--- src/design/mem_defs.svh ---
`ifndef MEM_DEFS_SVH
`define MEM_DEFS_SVH

// Data word width in bits.
`define MEM_WIDTH 16

// Internal banks, selected by the low address bits.
`define MEM_NUM_BANKS 4

// Rows per bank, selected by the high address bits.
`define MEM_NUM_ROWS 16

// Longest allowed gap between refresh pulses, in cycles.
`define MEM_REF_FREQ 32

`endif

--- src/design/mem_pkg.sv ---
`include "mem_defs.svh"

package mem_pkg;

  typedef logic [`MEM_WIDTH-1:0] data_t;

  typedef logic [$clog2(`MEM_NUM_BANKS)-1:0] bank_t;

  typedef logic [$clog2(`MEM_NUM_ROWS)-1:0] row_t;

  // Row in the high bits, bank in the low bits.
  typedef logic [$bits(row_t)+$bits(bank_t)-1:0] addr_t;

  typedef logic [$clog2(`MEM_REF_FREQ+1)-1:0] ref_cnt_t;

  typedef enum logic [1:0] {
    RESET_WAIT,
    CLEAR,
    RUN
  } ctrl_state_t;

endpackage

--- src/design/bank_if.sv ---
`timescale 1ns/1ps

interface bank_if import mem_pkg::*; ();

  logic  wr_en;
  logic  rd_en;
  logic  clear;
  bank_t bank;
  row_t  row;
  data_t wdata;

  // Read return path.
  logic  rd_vld;
  data_t rd_data;

  modport ctrl (
    output wr_en,
    output rd_en,
    output clear,
    output bank,
    output row,
    output wdata
  );

  modport array (
    input  wr_en,
    input  rd_en,
    input  clear,
    input  bank,
    input  row,
    input  wdata,
    output rd_vld,
    output rd_data
  );

endinterface

--- src/design/mem_ctrl_fsm.sv ---
`timescale 1ns/1ps

module mem_ctrl_fsm import mem_pkg::*; (
  input  logic   clk,
  input  logic   rst_n,
  input  logic   read,
  input  logic   write,
  input  logic   refr,
  input  addr_t  addr,
  input  data_t  din,
  output logic   ready,
  output logic   ref_vld,
  output bank_t  ref_bank,
  output row_t   ref_row,
  output logic   step,
  output logic   refr_seen,
  input  bank_t  cnt_bank,
  input  row_t   cnt_row,
  input  logic   wrap,
  bank_if.ctrl   bus
);

  ctrl_state_t state;
  ctrl_state_t state_nxt;
  logic        clearing;
  bank_t       addr_bank;
  row_t        addr_row;

  always_comb begin
    state_nxt = state;
    case (state)
      RESET_WAIT: state_nxt = CLEAR;
      CLEAR:      if (wrap) state_nxt = RUN;
      default:    state_nxt = RUN;
    endcase
  end

  always_ff @(posedge clk or negedge rst_n) begin
    if (!rst_n) begin
      state <= RESET_WAIT;
    end else begin
      state <= state_nxt;
    end
  end

  assign clearing  = (state == CLEAR);
  assign ready     = (state == RUN);
  assign refr_seen = ready && refr;
  // One row per cycle while clearing, one position per accepted refresh.
  assign step      = clearing || refr_seen;

  assign addr_bank = addr[$bits(bank_t)-1:0];
  assign addr_row  = addr[$bits(addr_t)-1:$bits(bank_t)];

  assign bus.rd_en = ready && read;
  assign bus.wr_en = (ready && write) || clearing;
  assign bus.clear = clearing;
  assign bus.bank  = addr_bank;
  assign bus.row   = clearing ? cnt_row : addr_row;
  assign bus.wdata = din;

  always_ff @(posedge clk or negedge rst_n) begin
    if (!rst_n) begin
      ref_vld <= 1'b0;
    end else begin
      ref_vld <= refr_seen;
    end
  end

  // Position reported before the counter steps past it.
  always_ff @(posedge clk) begin
    if (refr_seen) begin
      ref_bank <= cnt_bank;
      ref_row  <= cnt_row;
    end
  end

  a_rd_wr_excl: assert property (@(posedge clk) disable iff (!rst_n)
    !(read && write));

  a_refr_no_access: assert property (@(posedge clk) disable iff (!rst_n)
    ready |-> !(refr && (read || write)));

endmodule

--- src/design/refresh_counter.sv ---
`timescale 1ns/1ps

`include "mem_defs.svh"

module refresh_counter import mem_pkg::*; (
  input  logic  clk,
  input  logic  rst_n,
  input  logic  step,
  input  logic  refr_seen,
  input  logic  run,
  output bank_t cnt_bank,
  output row_t  cnt_row,
  output logic  wrap,
  output logic  ref_late
);

  ref_cnt_t timer;
  logic     bank_last;
  logic     row_last;

  assign bank_last = (cnt_bank == bank_t'(`MEM_NUM_BANKS-1));
  assign row_last  = (cnt_row == row_t'(`MEM_NUM_ROWS-1));

  // Clear sweep walks rows only; refresh walks banks first.
  assign wrap = step && row_last && (!run || bank_last);

  always_ff @(posedge clk or negedge rst_n) begin
    if (!rst_n) begin
      cnt_bank <= '0;
      cnt_row  <= '0;
    end else if (step) begin
      if (!run) begin
        cnt_row <= row_last ? '0 : cnt_row + 1'b1;
      end else begin
        cnt_bank <= bank_last ? '0 : cnt_bank + 1'b1;
        if (bank_last) begin
          cnt_row <= row_last ? '0 : cnt_row + 1'b1;
        end
      end
    end
  end

  always_ff @(posedge clk or negedge rst_n) begin
    if (!rst_n) begin
      timer    <= '0;
      ref_late <= 1'b0;
    end else if (refr_seen || !run) begin
      timer    <= '0;
      ref_late <= 1'b0;
    end else if (timer != ref_cnt_t'(`MEM_REF_FREQ)) begin
      timer <= timer + 1'b1;
      if (timer == ref_cnt_t'(`MEM_REF_FREQ-1)) begin
        ref_late <= 1'b1;
      end
    end
  end

  a_timer_bound: assert property (@(posedge clk) disable iff (!rst_n)
    timer <= ref_cnt_t'(`MEM_REF_FREQ));

endmodule

--- src/design/bank_array.sv ---
`timescale 1ns/1ps

`include "mem_defs.svh"

module bank_array import mem_pkg::*; (
  input  logic clk,
  input  logic rst_n,
  bank_if.array bus
);

  data_t row_word [`MEM_NUM_BANKS];
  bank_t s1_bank;
  logic  s1_vld;

  for (genvar b = 0; b < `MEM_NUM_BANKS; b++) begin : g_bank
    data_t mem [`MEM_NUM_ROWS];
    data_t row_q;
    logic  sel;

    assign sel = (bus.bank == bank_t'(b));

    // Clear hits the same row in every bank.
    always_ff @(posedge clk) begin
      if (bus.wr_en && (bus.clear || sel)) begin
        mem[bus.row] <= bus.clear ? '0 : bus.wdata;
      end
    end

    // Only the addressed bank is read.
    always_ff @(posedge clk) begin
      if (bus.rd_en && sel) begin
        row_q <= mem[bus.row];
      end
    end

    assign row_word[b] = row_q;
  end

  always_ff @(posedge clk or negedge rst_n) begin
    if (!rst_n) begin
      s1_vld     <= 1'b0;
      bus.rd_vld <= 1'b0;
    end else begin
      s1_vld     <= bus.rd_en;
      bus.rd_vld <= s1_vld;
    end
  end

  always_ff @(posedge clk) begin
    if (bus.rd_en) begin
      s1_bank <= bus.bank;
    end
  end

  // Second stage picks the word from the bank read in the first.
  always_ff @(posedge clk) begin
    if (s1_vld) begin
      bus.rd_data <= row_word[s1_bank];
    end
  end

  a_no_spurious_vld: assert property (@(posedge clk) disable iff (!rst_n)
    !bus.rd_en |-> ##2 !bus.rd_vld);

endmodule

--- src/design/banked_mem_top.sv ---
`timescale 1ns/1ps

module banked_mem_top import mem_pkg::*; (
  input  logic  clk,
  input  logic  rst_n,
  input  logic  read,
  input  logic  write,
  input  logic  refr,
  input  addr_t addr,
  input  data_t din,
  output logic  ready,
  output logic  rd_vld,
  output data_t rd_dout,
  output logic  ref_vld,
  output bank_t ref_bank,
  output row_t  ref_row,
  output logic  ref_late
);

  logic  step;
  logic  refr_seen;
  bank_t cnt_bank;
  row_t  cnt_row;
  logic  wrap;

  bank_if bus_i ();

  mem_ctrl_fsm ctrl_i (
    .clk       (clk),
    .rst_n     (rst_n),
    .read      (read),
    .write     (write),
    .refr      (refr),
    .addr      (addr),
    .din       (din),
    .ready     (ready),
    .ref_vld   (ref_vld),
    .ref_bank  (ref_bank),
    .ref_row   (ref_row),
    .step      (step),
    .refr_seen (refr_seen),
    .cnt_bank  (cnt_bank),
    .cnt_row   (cnt_row),
    .wrap      (wrap),
    .bus       (bus_i.ctrl)
  );

  // Row-only sweep until ready, then bank-first refresh order.
  refresh_counter refr_i (
    .clk       (clk),
    .rst_n     (rst_n),
    .step      (step),
    .refr_seen (refr_seen),
    .run       (ready),
    .cnt_bank  (cnt_bank),
    .cnt_row   (cnt_row),
    .wrap      (wrap),
    .ref_late  (ref_late)
  );

  bank_array array_i (
    .clk   (clk),
    .rst_n (rst_n),
    .bus   (bus_i.array)
  );

  assign rd_vld  = bus_i.rd_vld;
  assign rd_dout = bus_i.rd_data;

endmodule

--- config.mk ---
export PLATFORM = sky130hd
export DESIGN_NAME = banked_mem_top
export DESIGN_NICKNAME = d
export VERILOG_FILES = /design/src/design/mem_pkg.sv /design/src/design/bank_if.sv /design/src/design/mem_ctrl_fsm.sv /design/src/design/refresh_counter.sv /design/src/design/bank_array.sv /design/src/design/banked_mem_top.sv
export VERILOG_INCLUDE_DIRS = /design/src /design/src/design
export SDC_FILE = /design/constraint.sdc
export NUM_CORES = 1
export LEC_CHECK = 0
export ABC_CLOCK_PERIOD_IN_PS = 3180
export BUFFER_PORTS_ARGS = -buffer_cell sky130_fd_sc_hd__buf_4
export CORE_ASPECT_RATIO = 1.25
export CORE_MARGIN = 2
export CORE_UTILIZATION = 27
export DETAILED_ROUTE_END_ITERATION = 8
export GPL_ROUTABILITY_DRIVEN = 0
export PLACE_DENSITY_LB_ADDON = 0.2
export SYNTH_ARGS = -nofsm -noshare
export SYNTH_HDL_FRONTEND = slang
export SYNTH_SLANG_ARGS = --single-unit
--- constraint.sdc ---
create_clock -name clk -period 3.18 [get_ports clk]
set_input_delay 0.477 -clock clk [delete_from_list [all_inputs] [get_ports clk]]
set_output_delay 0.477 -clock clk [all_outputs]
set_load 0.005 [all_outputs]
Yosys cells after proc, flatten, opt, wreduce, memory -nomap -nowiden. Memory sizes are Yosys's and may differ from the RTL's. A register that Yosys moved wholly into a read port is not among the register bits. Cells that the tools add are included.

Register bits: 42. RAM bits: 1024. Bits of input ports: 27. Output and inout bits: 26. Memories: 4.

Add/sub/neg operators: 3. Order comparisons: 1. Equality and inequality tests: 11. Mux-type cells: 24. Bitwise gates (word level): 1. Reductions and logical operators: 29.

Memory list: array_i.g_bank[0].mem (words 16, width 16, read ports 1, clocked after memory_dff 1, write ports 1, line bank_array.sv:16) `` data_t mem [`MEM_NUM_ROWS]; ``; array_i.g_bank[1].mem (words 16, width 16, read ports 1, clocked after memory_dff 1, write ports 1, line bank_array.sv:16); array_i.g_bank[2].mem (words 16, width 16, read ports 1, clocked after memory_dff 1, write ports 1, line bank_array.sv:16); array_i.g_bank[3].mem (words 16, width 16, read ports 1, clocked after memory_dff 1, write ports 1, line bank_array.sv:16).

Operators by type and width (number): $mux W16 (3); $bmux W16 S2 (1); $mux W4 (4); $logic_and A1 B1 Y1 (13); $mux W6 (2); $mux W1 (11); $eq A2 B2 Y1 const B (4); $logic_or A1 B1 Y1 (8); $add A6 B1 Y6 const B (1); $eq A6 B5 Y1 const B (1); $ne A6 B6 Y1 const B (1); $reduce_and A2 Y1 (3); $add A4 B1 Y4 const B (1); $eq A2 B1 Y1 const B (2); $eq A4 B4 Y1 const B (1); $logic_not A2 Y1 (2); $mux W2 (2); $pmux W2 S2 (1); $reduce_bool A2 Y1 (2); $ge A3 B3 Y1 const B (1); $not A2 Y3 (1); $add A2 B1 Y2 const B (1); $ne A2 B1 Y1 const B (1); $ne A2 B2 Y1 const B (1); $logic_not A1 Y1 (1).

Longest topological paths before layout.
Depth after elaboration: 7. Gate-level depth with buffers: 9. Mapped depth without buffers: 6.

Hierarchy. A second synthesis with hierarchy kept.

Cell total of the unflattened synthesis: 1891. Area, all modules: 42797.3 um2.

By module, submodules not included: bank_array (instances 1, cells each 1787, area an instance 41594.9 um2); refresh_counter (instances 1, cells each 64, area an instance 679.4 um2); mem_ctrl_fsm (instances 1, cells each 40, area an instance 523.0 um2).

Least setup slack after synthesis. OpenSTA, ideal clock, no wires.

Path type: register to register. Start point: register refr_i.cnt_row[0]. End point: memory array_i.g_bank[1].mem[0][0] (netlist bit), enable pin. Library setup time: 0.388 ns. Data arrival time: 2.357 ns. Required time: 2.792 ns. Path slack: 0.434 ns. Stages on the path, launching flop included: 7. Path buffers: 2. Clock period less this slack: 2.746 ns. Cell sequence: dfrtp_1 > or4b_1 > o31ai_2 > buf_2 > buf_2 > nand2_1 > nor2_1.

Word-level cells in the longest chain between the ends: 1.

Ends and longest elaborated chain: start: declaration (line refresh_counter.sv:12) `output row_t cnt_row,`; start signal: assignment (line refresh_counter.sv:33) `cnt_row <= row_last ? '0 : cnt_row + 1'b1;`; start signal: assignment (line refresh_counter.sv:37) `cnt_row <= row_last ? '0 : cnt_row + 1'b1;`; $mux W4 (line mem_ctrl_fsm.sv:59) `assign bus.row = clearing ? cnt_row : addr_row;`; end: declaration (line bank_array.sv:16).

No other way between the ends.

Worst setup path after layout.
Start point: register ctrl_i.state[0]. End point: register array_i.g_bank[1].row_q[11], read port of array_i.g_bank[1].mem (data pin).

Word-level cells in the longest chain between the ends: 3. Elaborated cells on any way between the ends: 5. Those cells by class: eq/ne: 2; mux: 1; reduce/logical: 2.

Ends and longest elaborated chain: start: declaration (line mem_ctrl_fsm.sv:23) `ctrl_state_t state;`; start signal: assignment (line mem_ctrl_fsm.sv:42) `state <= state_nxt;`; $eq A2 B2 Y1 (line mem_ctrl_fsm.sv:47) `assign ready = (state == RUN);`; $logic_and A1 B1 Y1 (line mem_ctrl_fsm.sv:55) `assign bus.rd_en = ready && read;`; $logic_and A1 B1 Y1 (line bank_array.sv:31) `if (bus.rd_en && sel) begin`; end: declaration (line bank_array.sv:17) `data_t row_q;`.

Parallel ways exist; a longest one is shown, timed or not. A chain may end at the register's enable or synchronous reset.

==> run_results.csv <==
group,metric,value,unit
outcome,status,"completed",
clock_tree,cts_buffers,104,
worst_setup_path,rr_startpoint,"ctrl_i.state[0]",
final_layout,drive_above_1_share,0.182,
power,power.density,619,mW/mm^2
final_layout,layout_commonest_cell,"edfxtp_1",
die,dieHeight,444,um
clock_tree,clkTransAtPathRegs,0.07,ns
detailed_routing,vias_per_cell,4.94,
final_layout,post-route-util,0.321,
die,die_width,356,um
final_layout,final_cells,4596,
worst_hold_path,holdPathStages,3,
power,leakage,15.2,nW
synthesis,netlist.area_leader.share,0.797,
worst_hold_path,holdCritStartpoint,"refr",
synthesis,syn_nets,2346,
worst_setup_path,cp_slowest_stage_delay,0.69,ns
final_layout,syn_to_final_growth,18.0,%
timing,skew,0.0349,ns
clock_tree,clockBufferDepth,3,
synthesis,netlist_instances,2315,
final_layout,nFillCells,14800,
grt,busiest_layer,"met2",
detailed_routing,drtPass1Iterations,5,
worst_setup_path,start_kind,"flip-flop",
worst_setup_path,worstPathMaxFanout,37,
detailed_routing,first_iter_violations,2076,
detailed_routing,wl,122,mm
die,start_util,0.272,
die,num_rows,161,
worst_setup_path,crit_top_cell,"buf_4",
worst_setup_path,cp_num_cells,8,
final_layout,final_nets,2504,
worst_setup_path,end_kind,"flip-flop",
final_layout,most-common-layout-cells,"1112 x edfxtp_1, 444 x a22oi_1, 256 x a21oi_1",
timing,clock.fmax,349,MHz
worst_setup_path,reg2reg_slack,0.32,ns
placed_design,port_buffers,52,
worst_setup_path,cp_num_buf_inv,3,
detailed_routing,drtAntennaViolNets,0,
worst_setup_path,crit_type,"reg2reg",
timing,rsz0062_at_grt,"false",
worst_setup_path,reg2reg_depth,8,
timing,worst_pin_slew,0.990,ns
synthesis,yosysWarnings,0,
worst_setup_path,cp-startpoint,"ctrl_i.state[0]",
synthesis,synth.distinct_cells,43,
grt,grt_max_degree,84,
worst_setup_path,cp.arrival,3.42,ns
timing,fin_crit_sh,0.900,
die,dieArea,0.158,mm^2
run,drv_cap,0,
grt,grtUsageTotal,0.153,
synthesis,avgSynthCellArea,18.1,um^2
timing,period_needed,2.86,ns
clock_tree,cts_root_buffer,"clkbuf_16",
die,coreArea,0.154,mm^2
clock_tree,htreeDepth,3,
clock_tree,cts_sinks,1130,
synthesis,syn-cell-area,0.0419,mm^2
detailed_routing,drc,0,
synthesis,async_reset_ff_frac,0.0159,
worst_setup_path,worst_ep_required_time,3.73,ns
grt,grt_pass1_wl,173,mm
timing,tns,0,ns
timing,drv_slew,0,
power,vdd.ir_drop.worst,0.363,mV
placed_design,dpl.cell_count,4401,
worst_hold_path,hold-path-endpoint,"refr_i.cnt_bank[0]",
synthesis,ys_seq_area_frac,0.808,
grt,grtUsageMet2,0.267,
worst_setup_path,r2r_end,"array_i.g_bank[1].row_q[11]",
worst_setup_path,cpMaxStageDelayCell,"o31ai_4",
synthesis,synth_area_leaders,"edfxtp_1 80%, a22oi_1 8.0%, a21oi_1 3.1%, a22oi_2 2.0%, or4_1 1.1%",
synthesis,yosysTopAreaCell,"edfxtp_1",
detailed_routing,wl_per_cell,26.6,um
worst_setup_path,cp_cell_sequence,"nor2b_1, buf_4, o31ai_4, buf_12, buf_4, a22oi_1, a21oi_1, or4_1",
clock_tree,clock_latency,0.71,ns
clock_tree,cts_tree,"done",
detailed_routing,vias,22700,
grt,globalRouteOverflowTotal,0,
synthesis,ys_seq_elements,1130,
worst_setup_path,crit_family,"compound AO/OA/AOI/OAI gates",
grt,met1_usage,0.193,
worst_hold_path,min_path_type,"in2reg",
grt,antenna_found_initial,9,
timing,timing.final.hold_violations,0,
grt,grt_use_met3,0.0197,
synthesis,synth_edf_count,1112,
timing,max-slew-margin-rel,0.340,
grt,grt_pass1_vias,23200,
timing,setup_viol,0,
die,io_pins,53,
placed_design,dp_hpwl,69.9,mm
synthesis,ys.flop_type,"edfxtp_1",
## where the power goes
group / leakage, nW / total (W) / switching [W] / internal (W)
sequential: 10.3 / 0.0166 / 0.000134 / 0.0165
combinational: 3.28 / 0.00159 / 0.00105 / 0.000534
clock: 1.62 / 0.0124 / 0.00539 / 0.00698
total: 15.2 / 0.0306 / 0.00657 / 0.0240
## what timing repair did
| item | 4_1_cts | 5_1_grt |
|---|---|---|
| resized for setup | 0 | 0 |
| hold buffers | 3 | 0 |
| setup buffers | 0 | 0 |
| endpoints found under the hold margin | 20 | 0 |
## worst register-to-register path: cells and delay by family, from the launching register on
kind | cells | cell delay, ns
AO/OA/AOI/OAI | 3 | 1.06
flip-flops | 1 | 0.44
AND/OR/NAND/NOR | 2 | 0.39
buffers and inverters | 3 | 0.82
## how the worst max path moves through the flow
stage                                   endpoint  slack (ns)
floorplan            array_i.g_bank[1].mem[0][0]        0.43
global placement     array_i.g_bank[1].row_q[11]        0.40
detailed placement  array_i.g_bank[3].mem[13][9]        0.36
CTS                 array_i.g_bank[3].mem[13][9]        0.31
global route        array_i.g_bank[3].mem[13][8]        0.21
finish               array_i.g_bank[1].row_q[11]        0.32
## area by class of cell
cell class / count / area (um^2) / area share
diodes: 2 / 5.00 / 0.000101
repair buffers: 206 / 2330 / 0.0471
flip-flops and latches: 1130 / 33800 / 0.685
clock inverters: 51 / 465 / 0.00942
clock buffers: 139 / 2880 / 0.0582
well taps: 2037 / 2550 / 0.0516
inverters: 10 / 37.5 / 0.000759
multi-input cells: 1021 / 7330 / 0.148
## stage by stage
step / area (um^2) / hold slack, ns / power, W / setup slack, ns
final: 49400 / 0.170 / 0.0306 / 0.318
after global routing: 49400 / 0.194 / 0.0315 / 0.214
after CTS: 49400 / 0.112 / 0.0309 / 0.306
after detailed placement: 46100 / 0.370 / 0.0186 / 0.360
after global placement: 46100 / 0.364 / 0.0185 / 0.395
after floorplan: 41900 / 0.181 / 0.0178 / 0.434
## metal layers
layer	share of wire	up-vias
met5	0.00038	-
met4	0.029	6
met3	0.044	166
met2	0.51	652
met1	0.42	12000
li1	-	9877
## cells in the mapped netlist (16+ instances only)
library cell	count
a22oi_2	68
and2_1	17
nor2_1	71
dfrtp_1	18
edfxtp_1	1112
a22oi_1	444
mux4_2	16
buf_2	55
a21oi_1	256
nand2_1	22
or4_1	64
clkbuf_1	74
## registers in the layout (all words and copies together) (netlist names)
register              cells
array_i.g_bank.mem     1024
array_i.g_bank.row_q     64
array_i.bus.rd_data      16
array_i.s1_vld            1
array_i.bus.rd_vld        1
ctrl_i.state              2
refr_i.cnt_row            4
refr_i.cnt_bank           2
array_i.s1_bank           2
refr_i.ref_late           1
ctrl_i.ref_vld            1
refr_i.timer              6
ctrl_i.ref_bank           2
ctrl_i.ref_row            4
## logic make-up (layout without fill, tap and decap cells)
group           Yosys count  count (layout)  synth area share
buf+inv                 164             406            0.0192
compound gates          791             791             0.135
xor+xnor                  6               6           0.00125
mux                      20              20           0.00971
fa+ha+maj                 4               4           0.00119
other cells               0               2                 0
simple gates            200             200            0.0262
flops                  1130            1130             0.808
(Power assumes the default switching activity.)
